## src/filterPkg.sv

```systemverilog
`default_nettype none

package filterPkg;

    // Fraction bits of the stored tables
    localparam int CoeffBias = 20;
    localparam int CoeffWidth = 32;
    // Table sizes, upper bounds for numChannels and osr
    localparam int MaxChannels = 4;
    localparam int MaxOsr = 16;
    // Internal fixed-point word
    localparam int IntBits = 9;
    localparam int MaxFrac = 16;
    localparam int MaxWord = IntBits + MaxFrac + 1;
    localparam int ProdWidth = 2 * MaxWord;
    // Input register to pcmOut, in clkDS cycles
    localparam int PipeLatency = 5;

    typedef logic signed [CoeffWidth-1:0] coeffT;
    typedef logic signed [MaxWord-1:0] wordT;

    typedef struct packed {
        wordT re;
        wordT im;
    } cplxT;

    // Forward input coefficients, one row per channel, indexed by bit age
    localparam coeffT coeffFr [MaxChannels][MaxOsr] = '{
        '{21840, 20110, 18370, 16620, 14890, 13160, 11450, 9770,
          8120, 6510, 4950, 3450, 2010, 640, -660, -1880},
        '{18920, 15270, 11240, 6990, 2690, -1500, -5420, -8950,
          -11980, -14430, -16230, -17350, -17760, -17480, -16530, -14960},
        '{15310, 8620, 1490, -5420, -11460, -16050, -18800, -19490,
          -18110, -14850, -10080, -4310, 1820, 7660, 12560, 16000},
        '{12440, 1170, -9720, -17470, -20460, -17940, -10520, -140,
          10280, 17940, 20870, 18240, 10890, 670, -9710, -17440}
    };

    localparam coeffT coeffFi [MaxChannels][MaxOsr] = '{
        '{1100, 2180, 3220, 4200, 5110, 5950, 6700, 7360,
          7920, 8380, 8730, 8980, 9120, 9150, 9080, 8910},
        '{2870, 5590, 7980, 9900, 11230, 11890, 11850, 11120,
          9770, 7880, 5570, 2980, 260, -2460, -5030, -7310},
        '{4720, 8930, 11920, 13210, 12600, 10180, 6310, 1580,
          -3330, -7770, -11120, -12930, -12980, -11280, -8090, -3850},
        '{6210, 10850, 12680, 11210, 6850, 680, -5600, -10410,
          -12520, -11320, -7120, -1100, 5110, 9970, 12380, 11680}
    };

    // Channel poles, magnitude just under one
    localparam coeffT poleR [MaxChannels] = '{1031560, 1021250, 986720, 906410};
    localparam coeffT poleI [MaxChannels] = '{51620, 154350, 305230, 495180};

    // Output weights
    localparam coeffT weightR [MaxChannels] = '{2516582, 1992294, -1677722, 1258291};
    localparam coeffT weightI [MaxChannels] = '{-629146, 524288, 1153434, -1363149};

    // Pole of one channel raised to osr, returned at fracBits
    function automatic cplxT poleToOsr(int ch, int osr, int fracBits);
        logic signed [63:0] accR;
        logic signed [63:0] accI;
        logic signed [127:0] prodR;
        logic signed [127:0] prodI;
        cplxT result;
        accR = poleR[ch];
        accI = poleI[ch];
        for (int k = 1; k < osr; k++) begin
            prodR = accR * poleR[ch] - accI * poleI[ch];
            prodI = accI * poleR[ch] + accR * poleI[ch];
            // Truncate back to table precision every step
            accR = 64'(prodR >>> CoeffBias);
            accI = 64'(prodI >>> CoeffBias);
        end
        result.re = wordT'(accR >>> (CoeffBias - fracBits));
        result.im = wordT'(accI >>> (CoeffBias - fracBits));
        return result;
    endfunction

endpackage

`default_nettype wire

```

## src/resultCombiner.sv

```systemverilog
`timescale 1ns/1ps
`default_nettype none

module resultCombiner #(
    parameter int numChannels = 4,
    parameter int fracBits = 14,
    parameter int outWidth = 14
) (
    input wire clkDS,
    input wire rst,
    input wire filterPkg::cplxT stateIn [numChannels],
    output logic [outWidth-1:0] pcmOut,
    output logic valid
);
    import filterPkg::*;

    // Headroom for the channel sum
    localparam int SumWidth = MaxWord + $clog2(numChannels) + 1;
    // Sum at fracBits down to outWidth-1 fraction bits
    localparam int ScaleShift = fracBits - (outWidth - 1);
    localparam logic signed [SumWidth-1:0] PcmMax = SumWidth'(2 ** (outWidth - 1) - 1);
    localparam logic signed [SumWidth-1:0] PcmMin = -PcmMax - 1;
    // Offset-binary zero
    localparam logic [outWidth-1:0] ZeroCode = {1'b1, {(outWidth - 1){1'b0}}};
    localparam int CountWidth = $clog2(PipeLatency + 1);
    localparam logic [CountWidth-1:0] FillDone = CountWidth'(PipeLatency);

    wordT weighted [numChannels];

    for (genvar ch = 0; ch < numChannels; ch++) begin : gWeight
        localparam wordT WeightR = wordT'(weightR[ch] >>> (CoeffBias - fracBits));
        localparam wordT WeightI = wordT'(weightI[ch] >>> (CoeffBias - fracBits));
        logic signed [ProdWidth:0] mixReal;

        // Real part of state times weight
        always_comb begin
            mixReal = stateIn[ch].re * WeightR - stateIn[ch].im * WeightI;
        end

        // Ready at edge 3
        always_ff @(posedge clkDS) begin
            if (!rst) begin
                weighted[ch] <= '0;
            end else begin
                weighted[ch] <= wordT'(mixReal >>> fracBits);
            end
        end
    end

    logic signed [SumWidth-1:0] sumComb;
    logic signed [SumWidth-1:0] sumReg;
    logic signed [SumWidth-1:0] scaled;
    logic [outWidth-1:0] satVal;

    always_comb begin
        sumComb = '0;
        for (int ch = 0; ch < numChannels; ch++) begin
            sumComb = sumComb + weighted[ch];
        end
    end

    // Channel sum, ready at edge 4
    always_ff @(posedge clkDS) begin
        if (!rst) begin
            sumReg <= '0;
        end else begin
            sumReg <= sumComb;
        end
    end

    // Scale, then clip to the signed output range
    always_comb begin
        scaled = sumReg >>> ScaleShift;
        if (scaled > PcmMax) begin
            satVal = PcmMax[outWidth-1:0];
        end else if (scaled < PcmMin) begin
            satVal = PcmMin[outWidth-1:0];
        end else begin
            satVal = scaled[outWidth-1:0];
        end
    end

    // Two's complement to offset binary, ready at edge 5
    always_ff @(posedge clkDS) begin
        if (!rst) begin
            pcmOut <= ZeroCode;
        end else begin
            pcmOut <= {~satVal[outWidth-1], satVal[outWidth-2:0]};
        end
    end

    // Warm-up count, holds once the pipeline is full
    logic [CountWidth-1:0] fillCount;

    always_ff @(posedge clkDS) begin
        if (!rst) begin
            fillCount <= '0;
        end else if (fillCount != FillDone) begin
            fillCount <= fillCount + 1'b1;
        end
    end

    assign valid = (fillCount == FillDone);

endmodule

`default_nettype wire

```

## config.mk

```make
export PLATFORM = sky130hd
export DESIGN_NAME = resultCombiner
export DESIGN_NICKNAME = d
export VERILOG_FILES = /design/src/filterPkg.sv /design/src/resultCombiner.sv
export SDC_FILE = /design/constraint.sdc
export NUM_CORES = 2
export LEC_CHECK = 0
export BUFFER_PORTS_ARGS = -buffer_cell sky130_fd_sc_hd__buf_2
export CORE_ASPECT_RATIO = 1.75
export CORE_MARGIN = 2
export CORE_UTILIZATION = 60
export CTS_BUF_LIST = sky130_fd_sc_hd__clkbuf_2 sky130_fd_sc_hd__clkbuf_4 sky130_fd_sc_hd__clkbuf_8
export DETAILED_ROUTE_END_ITERATION = 8
export PLACE_DENSITY = 0.78
export SLEW_MARGIN = 20
export SYNTH_ARGS = -nofsm -noshare
export SYNTH_HDL_FRONTEND = slang
export SYNTH_SLANG_ARGS = --single-unit
```

## constraint.sdc

```tcl
create_clock -name clkDS -period 22 [get_ports clkDS]
set_input_delay 1.1 -clock clkDS [delete_from_list [all_inputs] [get_ports clkDS]]
set_output_delay 1.1 -clock clkDS [all_outputs]
set_load 0.1 [all_outputs]
```

==> reports/summary.txt <==
Largest net degree at the start of global routing - 100
Fin crit period - 10.94 ns
Vias after detailed routing - 39000
DRC Markers - 0
Hold WS - 0.433 ns
Syn_nets - 8326
EDFF count, synth - 0
CTS tree - yes
Seq cells post-synth - 149
Setup-failing EPs final - 0
Worst hold path type - reg -> reg
Max-cap violation count - 0
Core area - 95200 um^2
Width of the die - 238 um
Total GRT Usage - 30.3%
CP max-delay cell - fa_1
Starting Density - 60.3%
Ys async rst share - 0%
Register area share after synthesis - 5.20%
Endpoints failing hold - 0
Primary FF master, synth - dfxtp_1
Clk sinks - 149
Commonest non-fill, non-tap cell in the layout - inv_1
Mapped Cells - 5727
Hold_buf cts - 0
Rows - 150
Synthesized cell area - 57400 um^2
Worst-margin pin slew - 1.09 ns
Worst-path fanout max - 5
CTS buffer count - 17
Global-route wire length before repair - 229000 um
Final Util - 63.5%
GRT busiest layer - met2
H-tree lvl count - 4
# nets final - 8554
Met3 usage - 2.91%
Max_slew headroom - 27.1%
First DRT Iteration DRCs - 1457
Reg2reg setup slack - 17.35 ns
Critical Path RT - 22.34 ns
Gpl congestion - 0.974
Distinct cells, synth - 72
Synth warnings - 0
P&R area growth vs syn - 5.26%
CP Capture Type - flop
Reg-to-reg endpoint - sumReg[27]$_SDFF_PN0_
# IOs - 225
CP Class - in -> reg
Most frequent cells in the layout - inv_1, fa_1, ha_1
Drt pass-1 iters - 6
Clk_skew - 0.0224 ns
Post-route ant nets - 0
Die Ht - 413 um
Crit-path most repeated cell - fa_1
Worst skew pair latency - 0.50 ns
FF-to-FF Start - weighted[1][1]$_SDFF_PN0_
Final Cycle Share - 49.7%
PortBufs - 224
Unrepaired setup endpoints after global routing - no
Setup TNS - 0 ns
Remaining global-route overflow - 0
GRT met2 Usage - 59.6%
Peak Freq - 91.4 MHz
Dpl hpwl - 130000 um
Data arrival, critical path - 11.28 ns
Global Route met1 Usage - 29.9%
Die area - 98200 um^2
Via density per instance - 5.42
Share of cells above drive strength 1 - 4.79%
DR WL/cell - 19.5 um
Critical path launch point type - input pin
Synthesized area per cell - 10.0 um^2
Initial antenna violation count - 11
Clk pin slew, worst setup/hold paths - 0.12 ns
Routed WL - 140000 um
Slowest cell delay on critical path - 0.52 ns
Reg2reg path depth - 17
Worst setup path endpoint - weighted[2][25]$_SDFF_PN0_
Post-CTS Resized - 0
Slew Limit Fails - 0
Clk buf depth - 2
Vias in the first global route - 45300
Status - completed
# Post-CTS Setup Buffers - 0
Clk root buf - clkbuf_8
Critical path origin - stateIn[63]
cell usage after synthesis (6+ instances only):
cell | n | area [um^2]
inv_1 | 1817 | 6820
fa_1 | 1202 | 24100
ha_1 | 1187 | 14900
nor2_1 | 199 | 747
xnor2_1 | 157 | 1380
a21oi_1 | 153 | 766
dfxtp_1 | 149 | 2980
xor2_1 | 101 | 885
a21o_1 | 94 | 706
o21ai_0 | 83 | 415
nand2_1 | 82 | 308
nor3_1 | 54 | 270
nand3_1 | 37 | 185
o21a_1 | 37 | 278
nor2b_1 | 34 | 213
nand2b_1 | 32 | 200
and2_1 | 26 | 163
a211oi_1 | 24 | 180
o21bai_1 | 23 | 173
and3_1 | 22 | 138
clkbuf_1 | 18 | 67.6
o211ai_1 | 18 | 135
nand4_1 | 16 | 100
nor3b_1 | 11 | 82.6
a31oi_1 | 10 | 62.6
mux2i_1 | 10 | 100
o31ai_1 | 8 | 60.1
or2_2 | 8 | 50.1
a31o_2 | 7 | 61.3
o2111ai_1 | 7 | 61.3
a21boi_0 | 6 | 45.0
a41oi_1 | 6 | 52.6
or3_1 | 6 | 37.5
area by class of cell:
class	count	area [um^2]
Inverter	1818	6830
Multi-Input combinational cell	3741	47500
Sequential cell	149	2980
Clock inverter	15	165
Tap cell	1216	1520
Clock buffer	17	234
Timing Repair Buffer	228	1150
Fill cell	7660	34800
Antenna cell	7	17.5
kinds of logic (layout without fill, tap and decap cells):
family / after synthesis / count (layout) / synth area share (%)
other: 0 / 7 / 0
DFF: 149 / 149 / 5.20
xor gates and xnor gates: 259 / 259 / 3.98
muxes: 11 / 11 / 0.194
buffers and inverters: 1837 / 2078 / 12.0
and+or+nand+nor: 547 / 547 / 4.62
adders and majority gates: 2389 / 2389 / 67.8
AOI/OAI and AO/OA: 535 / 535 / 6.14
how the worst min path moves through the flow:
| stage | startpoint | to | slack, ns | depth (start not counted) |
|---|---|---|---|---|
| after floorplan | sumReg[28]$_SDFF_PN0_ | pcmOut[13]$_SDFF_PN1_ | 0.37 | 1 |
| after global placement | sumReg[5]$_SDFF_PN0_ | pcmOut[4]$_SDFF_PN0_ | 0.43 | 2 |
| after detailed placement | sumReg[5]$_SDFF_PN0_ | pcmOut[4]$_SDFF_PN0_ | 0.43 | 2 |
| after CTS | sumReg[5]$_SDFF_PN0_ | pcmOut[4]$_SDFF_PN0_ | 0.43 | 2 |
| after global routing | sumReg[5]$_SDFF_PN0_ | pcmOut[4]$_SDFF_PN0_ | 0.49 | 2 |
| final | sumReg[5]$_SDFF_PN0_ | pcmOut[4]$_SDFF_PN0_ | 0.43 | 2 |
critical path, delay by kind of cell:
family | cells | cell delay (ns)
xor gates and xnor gates | 2 | 0.32
buffers and inverters | 7 | 0.51
and+or+nand+nor | 4 | 0.36
AOI/OAI and AO/OA | 13 | 3.10
adders and majority gates | 14 | 5.89
routing by layer:
layer / up-vias / wire, um / part of all wire [%]
li1: 18000 / - / -
met4: 12 / 10800 / 7.7
met2: 876 / 78600 / 56
met1: 19600 / 46800 / 33
met5: - / 63 / 0.045
met3: 476 / 3900 / 2.8
flip-flops by register name, summed over array words and instances, names as in the netlist:
register,cells
pcmOut,14
sumReg,28
fillCount,3
weighted,104
stage by stage:
step | worst slack (ns) | cells | instance area (um^2)
floorplan | 11.70 | 5727 | 57400
global placement | 10.74 | 7152 | 60000
detailed placement | 10.69 | 7152 | 60000
CTS | 11.19 | 7184 | 60400
global route | 10.58 | 7186 | 60400
finish | 11.06 | 7191 | 60400
Power is left out: the tool's default activity adds up to more than one toggle a clock period on the data nets, which glitch-free logic cannot reach.
