File: src/filterPkg.sv
`default_nettype none

package filterPkg;

    // Fraction bits of the stored tables
    localparam int CoeffBias = 20;
    localparam int CoeffWidth = 32;
    // Table sizes, upper bounds for numChannels and osr
    localparam int MaxChannels = 4;
    localparam int MaxOsr = 16;
    // Internal fixed-point word
    localparam int IntBits = 9;
    localparam int MaxFrac = 16;
    localparam int MaxWord = IntBits + MaxFrac + 1;
    localparam int ProdWidth = 2 * MaxWord;
    // Input register to pcmOut, in clkDS cycles
    localparam int PipeLatency = 5;

    typedef logic signed [CoeffWidth-1:0] coeffT;
    typedef logic signed [MaxWord-1:0] wordT;

    typedef struct packed {
        wordT re;
        wordT im;
    } cplxT;

    // Forward input coefficients, one row per channel, indexed by bit age
    localparam coeffT coeffFr [MaxChannels][MaxOsr] = '{
        '{21840, 20110, 18370, 16620, 14890, 13160, 11450, 9770,
          8120, 6510, 4950, 3450, 2010, 640, -660, -1880},
        '{18920, 15270, 11240, 6990, 2690, -1500, -5420, -8950,
          -11980, -14430, -16230, -17350, -17760, -17480, -16530, -14960},
        '{15310, 8620, 1490, -5420, -11460, -16050, -18800, -19490,
          -18110, -14850, -10080, -4310, 1820, 7660, 12560, 16000},
        '{12440, 1170, -9720, -17470, -20460, -17940, -10520, -140,
          10280, 17940, 20870, 18240, 10890, 670, -9710, -17440}
    };

    localparam coeffT coeffFi [MaxChannels][MaxOsr] = '{
        '{1100, 2180, 3220, 4200, 5110, 5950, 6700, 7360,
          7920, 8380, 8730, 8980, 9120, 9150, 9080, 8910},
        '{2870, 5590, 7980, 9900, 11230, 11890, 11850, 11120,
          9770, 7880, 5570, 2980, 260, -2460, -5030, -7310},
        '{4720, 8930, 11920, 13210, 12600, 10180, 6310, 1580,
          -3330, -7770, -11120, -12930, -12980, -11280, -8090, -3850},
        '{6210, 10850, 12680, 11210, 6850, 680, -5600, -10410,
          -12520, -11320, -7120, -1100, 5110, 9970, 12380, 11680}
    };

    // Channel poles, magnitude just under one
    localparam coeffT poleR [MaxChannels] = '{1031560, 1021250, 986720, 906410};
    localparam coeffT poleI [MaxChannels] = '{51620, 154350, 305230, 495180};

    // Output weights
    localparam coeffT weightR [MaxChannels] = '{2516582, 1992294, -1677722, 1258291};
    localparam coeffT weightI [MaxChannels] = '{-629146, 524288, 1153434, -1363149};

    // Pole of one channel raised to osr, returned at fracBits
    function automatic cplxT poleToOsr(int ch, int osr, int fracBits);
        logic signed [63:0] accR;
        logic signed [63:0] accI;
        logic signed [127:0] prodR;
        logic signed [127:0] prodI;
        cplxT result;
        accR = poleR[ch];
        accI = poleI[ch];
        for (int k = 1; k < osr; k++) begin
            prodR = accR * poleR[ch] - accI * poleI[ch];
            prodI = accI * poleR[ch] + accR * poleI[ch];
            // Truncate back to table precision every step
            accR = 64'(prodR >>> CoeffBias);
            accI = 64'(prodI >>> CoeffBias);
        end
        result.re = wordT'(accR >>> (CoeffBias - fracBits));
        result.im = wordT'(accI >>> (CoeffBias - fracBits));
        return result;
    endfunction

endpackage

`default_nettype wire

File: src/sampleLut.sv
`timescale 1ns/1ps
`default_nettype none

module sampleLut #(
    parameter int numChannels = 4,
    parameter int osr = 8,
    parameter int fracBits = 14
) (
    input wire clkDS,
    input wire rst,
    input wire [osr-1:0] sampleBits,
    output filterPkg::cplxT lutOut [numChannels]
);
    import filterPkg::*;

    typedef wordT rowT [osr];

    // Coefficient row of one channel, moved from CoeffBias to fracBits
    function automatic rowT scaledRow(int ch, bit imagPart);
        rowT row;
        for (int j = 0; j < osr; j++) begin
            if (imagPart) begin
                row[j] = wordT'(coeffFi[ch][j] >>> (CoeffBias - fracBits));
            end else begin
                row[j] = wordT'(coeffFr[ch][j] >>> (CoeffBias - fracBits));
            end
        end
        return row;
    endfunction

    // Captured modulator word
    logic [osr-1:0] bitsReg;

    always_ff @(posedge clkDS) begin
        if (!rst) begin
            bitsReg <= '0;
        end else begin
            bitsReg <= sampleBits;
        end
    end

    for (genvar ch = 0; ch < numChannels; ch++) begin : gChan
        // Constant rows, fixed at elaboration
        localparam rowT RowR = scaledRow(ch, 1'b0);
        localparam rowT RowI = scaledRow(ch, 1'b1);
        cplxT lutSum;

        always_comb begin
            lutSum = '0;
            for (int j = 0; j < osr; j++) begin
                // Bit one adds, bit zero subtracts
                if (bitsReg[j]) begin
                    lutSum.re = lutSum.re + RowR[j];
                    lutSum.im = lutSum.im + RowI[j];
                end else begin
                    lutSum.re = lutSum.re - RowR[j];
                    lutSum.im = lutSum.im - RowI[j];
                end
            end
        end

        // Complex input of the channel, ready at edge 1
        always_ff @(posedge clkDS) begin
            if (!rst) begin
                lutOut[ch] <= '0;
            end else begin
                lutOut[ch] <= lutSum;
            end
        end
    end

endmodule

`default_nettype wire

File: config.mk
export PLATFORM = sky130hd
export DESIGN_NAME = sampleLut
export DESIGN_NICKNAME = d
export VERILOG_FILES = /design/src/filterPkg.sv /design/src/sampleLut.sv
export SDC_FILE = /design/constraint.sdc
export NUM_CORES = 1
export LEC_CHECK = 0
export BUFFER_PORTS_ARGS = -buffer_cell sky130_fd_sc_hd__buf_2
export CAP_MARGIN = 5
export CORE_MARGIN = 1.5
export CORE_UTILIZATION = 45
export DETAILED_ROUTE_END_ITERATION = 10
export PLACE_DENSITY = 0.69
export SYNTH_ARGS = -nofsm -noshare
export SYNTH_HDL_FRONTEND = slang
export SYNTH_SLANG_ARGS = --single-unit
File: constraint.sdc
create_clock -name clkDS -period 33.4 [get_ports clkDS]
set_input_delay 3.34 -clock clkDS [delete_from_list [all_inputs] [get_ports clkDS]]
set_output_delay 3.34 -clock clkDS [all_outputs]
set_load 0.05 [all_outputs]
==> results, run 1 <==
- The flow ran to the end, and the final reports show no timing, DRC or antenna violations.
- The die height is around 330 microns.
- The measured slew at the worst slew-check pin is about 1200 ps.
- The cell that appears most often on the critical path is ha_1.
- The number of clock buffers inserted by TritonCTS is 28.
- After synthesis, the share of flip-flops with an asynchronous set or reset is 0%.
- The post-layout instance count excluding filler cells is between 7,000 and 8,000.
- The number of enable flip-flop cells after synthesis is 0.
- The required time of the worst setup path is around 34,000 ps.
- The first global-routing pass estimated roughly 200 mm of wire.
- The type of element launching the critical path is a flip-flop.
- After layout, the minimum clock period comes to roughly 12,000 ps.
- The HPWL reported at the end of detailed placement is between 90 and 100 mm.
- The gate count of the mapped netlist is about 6,400.
- The count of yosys warnings during synthesis is 0.
- The critical path is of the flip-flop to flip-flop type.
- The mean instance size in the synthesized netlist is 7.535 sq um.
- The number of remaining DRC errors is 0.
- In this run the worst path has a maximum fanout of 33.
- In this run the most critical hold path is launched from bitsReg[7]$_SDFF_PN0_.
- The number of antenna violations at the first check in global routing is 0.
- STA classifies the critical path endpoint as a flip-flop.
- The routing usage on met1 is 27.39%.
- Setup violations remaining at the end of the flow were counted as 0.
- Clock-pin slew was measured on the worst setup and hold paths at 60 ps.
- The netlist area before placement is 0.04815 sq mm.
- In this design, the stage delay of the slowest critical-path cell is around 740 ps.
- Global routing used roughly 1.6% of the available met3 tracks.
- Setup repair after global routing left no endpoint under its margin.
- The detailed router finished its first iteration with between 2,000 and 2,500 violations.
- The clock tree from TritonCTS is yes.
- The sum of routed wire length over all layers is roughly 120 mm.
- Between clock sinks in the finished design, the worst skew comes to around 43 ps.
- The post-CTS resize count is 0.
- After layout, the worst path uses a little over a third of the clock period.
- For this run, the leading register cell type out of synthesis is dfxtp_1.
- In this run the worst hold path is classified as flip-flop to flip-flop.
- The count of hold buffers inserted by post-cts repair is 0.
- After global routing, the most crowded layer is met2.
- After synthesis, flip-flops and latches occupy under 10% of the total area.
- The total count of hold-check failures in the final report came to 0.
- Global routing consumed, on the met2 layer, between 30% and 40% of the routing resources.
- Measured against its own limit, the worst slew margin works out to 22.69%.
- The highest attainable clock frequency is 85.58 MHz.
- The total number of H-tree levels is 1.
- The congestion estimate from routability-driven global placement came to roughly 0.9.
- The mean routed wirelength per cell is 14.72 microns.
- The final design utilization is about half.
- The critical-path cell with the highest stage delay is dfxtp_1.
- After synthesis, the cell types taking the most area are ha_1, xnor2_1, dfxtp_1, a21oi_1, nor2_1.
- No sink is reached through more buffers than the 3 on the longest clock path.
- Before antenna repair, the detailed router went through 5 iterations.
- The source of the critical timing path is bitsReg[0]$_SDFF_PN0_.
- The latest clock arrival within the worst-skew pair is a little over 600 ps.
- Across all layers, the routed design uses about 45,000 vias.
- The most numerous cell in the Yosys netlist is ha_1.
- Across every metal layer, demand over resource in global routing totals about a fifth.
- The horizontal extent of the die is ~330 microns.
- The post-route netlist has 5.985% of its cells at a drive strength greater than 1.
- The core region is ~0.11 sq mm.
- The count of nets after finishing is 7,570.
- The count of nets left with antenna violations once routing finished came out at 0.
- The count of final max-slew check failures is 0.
- The number of clock sinks is 209.
- For this run the aggregate overflow at the end of global routing stands at 0.
- The number of maximum-capacitance constraint violations is 0.
- The area share of the leading cell type in the synthesized netlist is between 20 and 25%.
- The via count of the first global-routing pass is around 42,000.
- The number of placed instances with taps included is 7,939.
- The I/O pin count is about 220.
- The initial core utilization is between 40% and 50%.
- The reg-to-reg startpoint is bitsReg[0]$_SDFF_PN0_.
- Post-CTS timing repair inserted 0 buffers for setup.
- The root buffer cell is clkbuf_16.
- The die footprint is approximately 0.11 sq mm.
- The filler cell count is between 10,000 and 15,000.
- The accumulated negative setup slack is 0 ps.
- In this run the core area contains approximately 120 standard-cell rows.
- Input and output buffers added on the ports amount to 213.
- The largest area contributor in the synthesized netlist is ha_1.
- Synthesis instantiated 95 different standard cells from the library.
- The average via count per standard cell is 5.660.
- The area growth from synthesis to final layout is 7.728%.
- The commonest cells after synthesis are ha_1, nor2_1, a21oi_1.
- The flip-flop and latch count after synthesis is 209.
- STA puts the critical path data arrival time at around 12,000 ps.
- Entering global routing, the biggest net connects around 110 pins.
==> placed cells by master (no fill, tap or decap), drive strengths merged, types with 43 or more instances in the layout <==
cell type  Yosys  layout
o31ai         44      44
o21ai        427     427
nand2        351     351
and2          58      58
a21boi        48      48
and3          78      78
nor3         162     162
nand2b       121     121
a31oi         80      80
inv          277     283
nor2b        109     109
nand3        114     114
or2           51      51
a21o         268     268
xor2         237     237
a21oi        653     653
buf           21     238
dfxtp        209     209
ha           939     939
xnor2        554     554
a211oi        66      66
nor2         682     682
o21a         130     130
o21bai       101     101
or3           50      50
fa            43      43
==> through the flow <==
stage | worst slack (ps) | hold slack, ps | area (sq um)
4_1_cts | 21830 | 960.1 | 51870
5_1_grt | 20690 | 1012 | 51870
2_1_floorplan | 21590 | 1295 | 48160
6_report | 21720 | 947.9 | 51870
3_5_place_dp | 21820 | 949.4 | 50860
3_3_place_gp | 21960 | 946.1 | 50860
==> layer usage <==
| metal | vias to the layer above | part of all wire (%) |
|---|---|---|
| met3 | 104 | 3.1 |
| met1 | 20760 | 49 |
| met2 | 605 | 47 |
| met5 | - | 0 |
| li1 | 23770 | - |
| met4 | 0 | 1.9 |
==> worst paths after layout <==
kind,end,depth (start not counted),slack [ps]
min,lutOut[28]$_SDFF_PN0_,3,950
min reg2reg,lutOut[28]$_SDFF_PN0_,3,950
max,lutOut[207]$_SDFF_PN0_,45,21720
max reg2reg,lutOut[207]$_SDFF_PN0_,45,21720
==> sequential cells by signal, summed over array words and instances, names as in the netlist <==
register and count:
lutOut 201, bitsReg 8
==> layout make-up <==
class	count	area [sq um]	area share, %
Clock buffer	36	812.0	1.566
Sequential cell	209	4198	8.093
Timing Repair Buffer	238	1269	2.446
Antenna cell	1	2.502	0.004825
Multi-Input combinational cell	5824	42600	82.12
Inverter	277	1057	2.038
Clock inverter	16	193.9	0.3739
Tap cell	1391	1740	3.355
==> worst max-delay path, delay by kind of cell, from the launching register on <==
family	cells	cell delay [ps]
xor+xnor	5	1060
compound gates	17	3400
fa+ha+maj	7	2290
simple gates	13	2820
flops	1	740
buf+inv	3	1330
==> logic make-up after synthesis <==
logic type,share of synthesized area [%]
AO/OA/AOI/OAI,28.30
XOR/XNOR,14.69
adder cells (fa/ha/maj),26.19
buffers and inverters,2.869
flip-flops,8.690
multiplexers,0.2131
other,0.007789
AND/OR/NAND/NOR,19.04
Power of run 1 is not shown: default switching activity piles up to over one toggle a cycle in this logic, so the estimate is an artifact.
==> run 2, diff against run 1 <==
--- a/config.mk
+++ b/config.mk
@@ -10,7 +10,7 @@
 export CORE_MARGIN = 1.5
 export CORE_UTILIZATION = 45
 export DETAILED_ROUTE_END_ITERATION = 10
-export PLACE_DENSITY = 0.69
+export PLACE_DENSITY = 0.72
 export SYNTH_ARGS = -nofsm -noshare
 export SYNTH_HDL_FRONTEND = slang
 export SYNTH_SLANG_ARGS = --single-unit
==> constraint.sdc (replaced) <==
create_clock -name clkDS -period 9.4 [get_ports clkDS]
set_input_delay 0.94 -clock clkDS [delete_from_list [all_inputs] [get_ports clkDS]]
set_output_delay 0.94 -clock clkDS [all_outputs]
set_load 0.05 [all_outputs]
==> run 2 against run 1 <==
Net effect: flip-flop and latch count unchanged; sequential share of layout area down 0.61 points; fmax grew 26%; clock skew rose by 5.7 ps; global-route usage rose by 0.93 points; utilization up 4.1 points; critical endpoint unchanged; largest cell class unchanged.
==> results, run 2 (synthesis results as in run 1) <==
- The largest buffer count on any clock path is 3 (unchanged).
- The register bank with the most flops was lutOut (unchanged).
- The die height is 330.1 microns (unchanged).
- The number of clock sinks came to 209 (unchanged).
- The area growth from synthesis to final layout is 16.77% (was 7.728%).
- The clock-pin transition on the worst setup and hold timing paths came to 70 ps (was 60 ps).
- The die footprint is 0.1090 sq mm (unchanged).
- The global routing usage summed across all routing layers is 21.77% (was 20.84%).
- The leading cell type in the layout, fill and taps excluded is ha_1 (unchanged).
- The source of the critical timing path is bitsReg[0]$_SDFF_PN0_ (unchanged).
- The filler cell count came to 10,000 (was 10,540).
- The initial core utilization was 45.55% (unchanged).
- The final instance area is 0.05622 sq mm (was 0.05187 sq mm).
- The remaining global-route overflow is 0 (unchanged).
- The endpoint of the lowest-slack register-to-register path is lutOut[207]$_SDFF_PN0_ (unchanged).
- The count of hold buffers inserted by post-cts repair is 0 (unchanged).
- The type of element launching the critical path is a flip-flop (unchanged).
- The number of antenna violations at the first check in global routing is 1 (was 0).
- The I/O pin count was 218 (unchanged).
- The number of rows in the core area is 119 (unchanged).
- The sum of routed wire length over all layers is 126.2 mm (was 117.6 mm).
- The number of remaining DRC errors came to 0 (unchanged).
- The first-pass GRT wire length was 205.7 mm (was 196.9 mm).
- The routability congestion estimate from global placement came to 0.9070 (was 0.8966).
- Outcome: completed (unchanged).
- Registers with the most flip-flops: lutOut: 201 flops, bitsReg: 8 flops (unchanged).
- The total number of H-tree levels was 1 (unchanged).
- The tightest slew margin relative to the limit came to 45.22% (was 22.69%).
- The HPWL reported at the end of detailed placement is 99.23 mm (was 93.61 mm).
- The top fanout value on the critical path was 6 (was 33).
- The number of flip-flops under the largest register name is 201 (unchanged).
- The number of setup violations in the final report came to 0 (unchanged).
- The highest attainable clock frequency came to 108.1 MHz (was 85.58 MHz).
- The number of violations reported at the end of detailed-routing iteration 0 is 2,117 (was 2,161).
- The horizontal extent of the die was 330.1 microns (unchanged).
- The placeable core region is 0.1057 sq mm (unchanged).
- The port buffer count is 213 (unchanged).
- The measured slew at the worst slew-check pin is 821.7 ps (was 1156 ps).
- The mean routed wirelength per cell was 15.16 microns (was 14.72 microns).
- The root buffer cell is clkbuf_16 (unchanged).
- The number of maximum-capacitance constraint violations is 0 (unchanged).
- The post-route antenna net violation count was 0 (unchanged).
- The via count is 47,040 (was 45,230).
- The maximum number of pins on one net before global-route repair is 67 (was 105).
- RSZ-0062 raised after global routing: yes (was no).
- The average via count per standard cell is 5.651 (was 5.660).
- Commonest non-fill, non-tap cells in the layout: ha_1, nor2_1, a21oi_1 (unchanged).
- The total count of hold-check failures in the final report was 0 (unchanged).
- The critical path endpoint is lutOut[207]$_SDFF_PN0_ (unchanged).
- The required time of the worst setup path was 9970 ps (was 33,950 ps).
- The clock tree from TritonCTS is yes (unchanged).
- The highest cell delay on the worst timing path is 540 ps (was 740 ps).
- The arrival time at the worst endpoint is 9820 ps (was 12,240 ps).
- The fraction of final layout cells with drive strength greater than 1 is 15.18% (was 5.985%).
- The via count of the first global-routing pass is 44,170 (was 42,120).
- The latest clock arrival within the worst-skew pair is 640 ps (was 620 ps).
- The number of clock buffers inserted by TritonCTS came to 28 (unchanged).
- The setup slack of the most critical reg-to-reg path is 150 ps (was 21,720 ps).
- The count of TritonRoute iterations in the first routing pass is 5 (unchanged).
- The type of element capturing the critical path is a flip-flop (unchanged).
- The class of the tightest hold or removal check is input port to flip-flop (was flip-flop to flip-flop).
- The type of the setup path with the least slack is flip-flop to flip-flop (unchanged).
- The count of final max-slew check failures came to 0 (unchanged).
- The fraction of the cycle the final worst path needs came to 98.44% (was 34.98%).
- The setup clock skew after layout is 48.18 ps (was 42.53 ps).
- The final critical-path required period was 9253 ps (was 11,680 ps).
- The critical-path cell with the highest stage delay was or4_1 (was dfxtp_1).
- The number of cells on the worst reg-to-reg path was 46 (was 45).
- The count of nets after finishing is 7,901 (was 7,570).
- The placed instance area is 0.05278 sq mm (was 0.05086 sq mm).
- The reg-to-reg startpoint is bitsReg[0]$_SDFF_PN0_ (unchanged).
## run 2: per-layer routing
metal | part of all wire (%) | vias to the layer above | global-route usage [%]
met5 | 0 | - | 0
met4 | 2.6 | 0 | 5.668
met3 | 3.0 | 165 | 1.706
met2 | 48 | 683 | 38.79
met1 | 47 | 21760 | 28.11
li1 | - | 24430 | -
## run 2: critical path, delay by kind of cell (launching register included)
family	cells	cell delay, ps
xor gates and xnor gates	5	650
DFF	1	400
buffers and inverters	4	410
AOI/OAI and AO/OA	20	3260
adders and majority gates	7	2430
and+or+nand+nor	10	2030
## run 2: repair_timing
| item | 4_1_cts | 5_1_grt |
|---|---|---|
| gates resized for setup | 30 | 313 |
| pin swaps | 7 | 218 |
| buffers inserted | 6 | 116 |
| endpoints found under the setup margin | 10 | 40 |
| cloned | 0 | 1 |
## run 2: worst min-delay path by stage
| stage | start | end | cells past startpoint | slack (ps) |
|---|---|---|---|---|
| 3_3_place_gp | bitsReg[7]$_SDFF_PN0_ | lutOut[102]$_SDFF_PN0_ | 3 | 1040 |
| 5_1_grt | sampleBits[5] | bitsReg[5]$_SDFF_PN0_ | 2 | 500 |
| 2_1_floorplan | rst | lutOut[104]$_SDFF_PN0_ | 0 | 970 |
| 4_1_cts | sampleBits[5] | bitsReg[5]$_SDFF_PN0_ | 2 | 470 |
| 6_report | sampleBits[5] | bitsReg[5]$_SDFF_PN0_ | 2 | 530 |
| 3_5_place_dp | bitsReg[7]$_SDFF_PN0_ | lutOut[102]$_SDFF_PN0_ | 3 | 1040 |
## run 2: layout make-up
cell class	instances	area, sq um	area share, %
diodes	1	2.502	0.004451
clock buffers	34	764.5	1.360
clock inverters	18	242.7	0.4317
inverters	277	1071	1.905
multi-input cells	5824	44370	78.92
flip-flops and latches	209	4205	7.480
well taps	1391	1740	3.096
repair buffers	569	3822	6.799
## run 2: metrics by stage
| step | utilization, % | hold slack (ps) | setup TNS [ps] | cells | setup slack, ps |
|---|---|---|---|---|---|
| 5_1_grt | 53.18 | 503.9 | -2326 | 8322 | -363.0 |
| 3_5_place_dp | 49.92 | 1039 | -877.4 | 8148 | -342.2 |
| 4_1_cts | 51.06 | 475.0 | -36.25 | 8206 | -36.25 |
| 6_report | 53.18 | 525.9 | 0 | 8323 | 146.9 |
| 2_1_floorplan | - | 967.7 | -3590 | 6393 | -689.0 |
| 3_3_place_gp | 49.92 | 1039 | -58.52 | 8148 | -58.52 |
Power of run 2 is left out for the same reason.
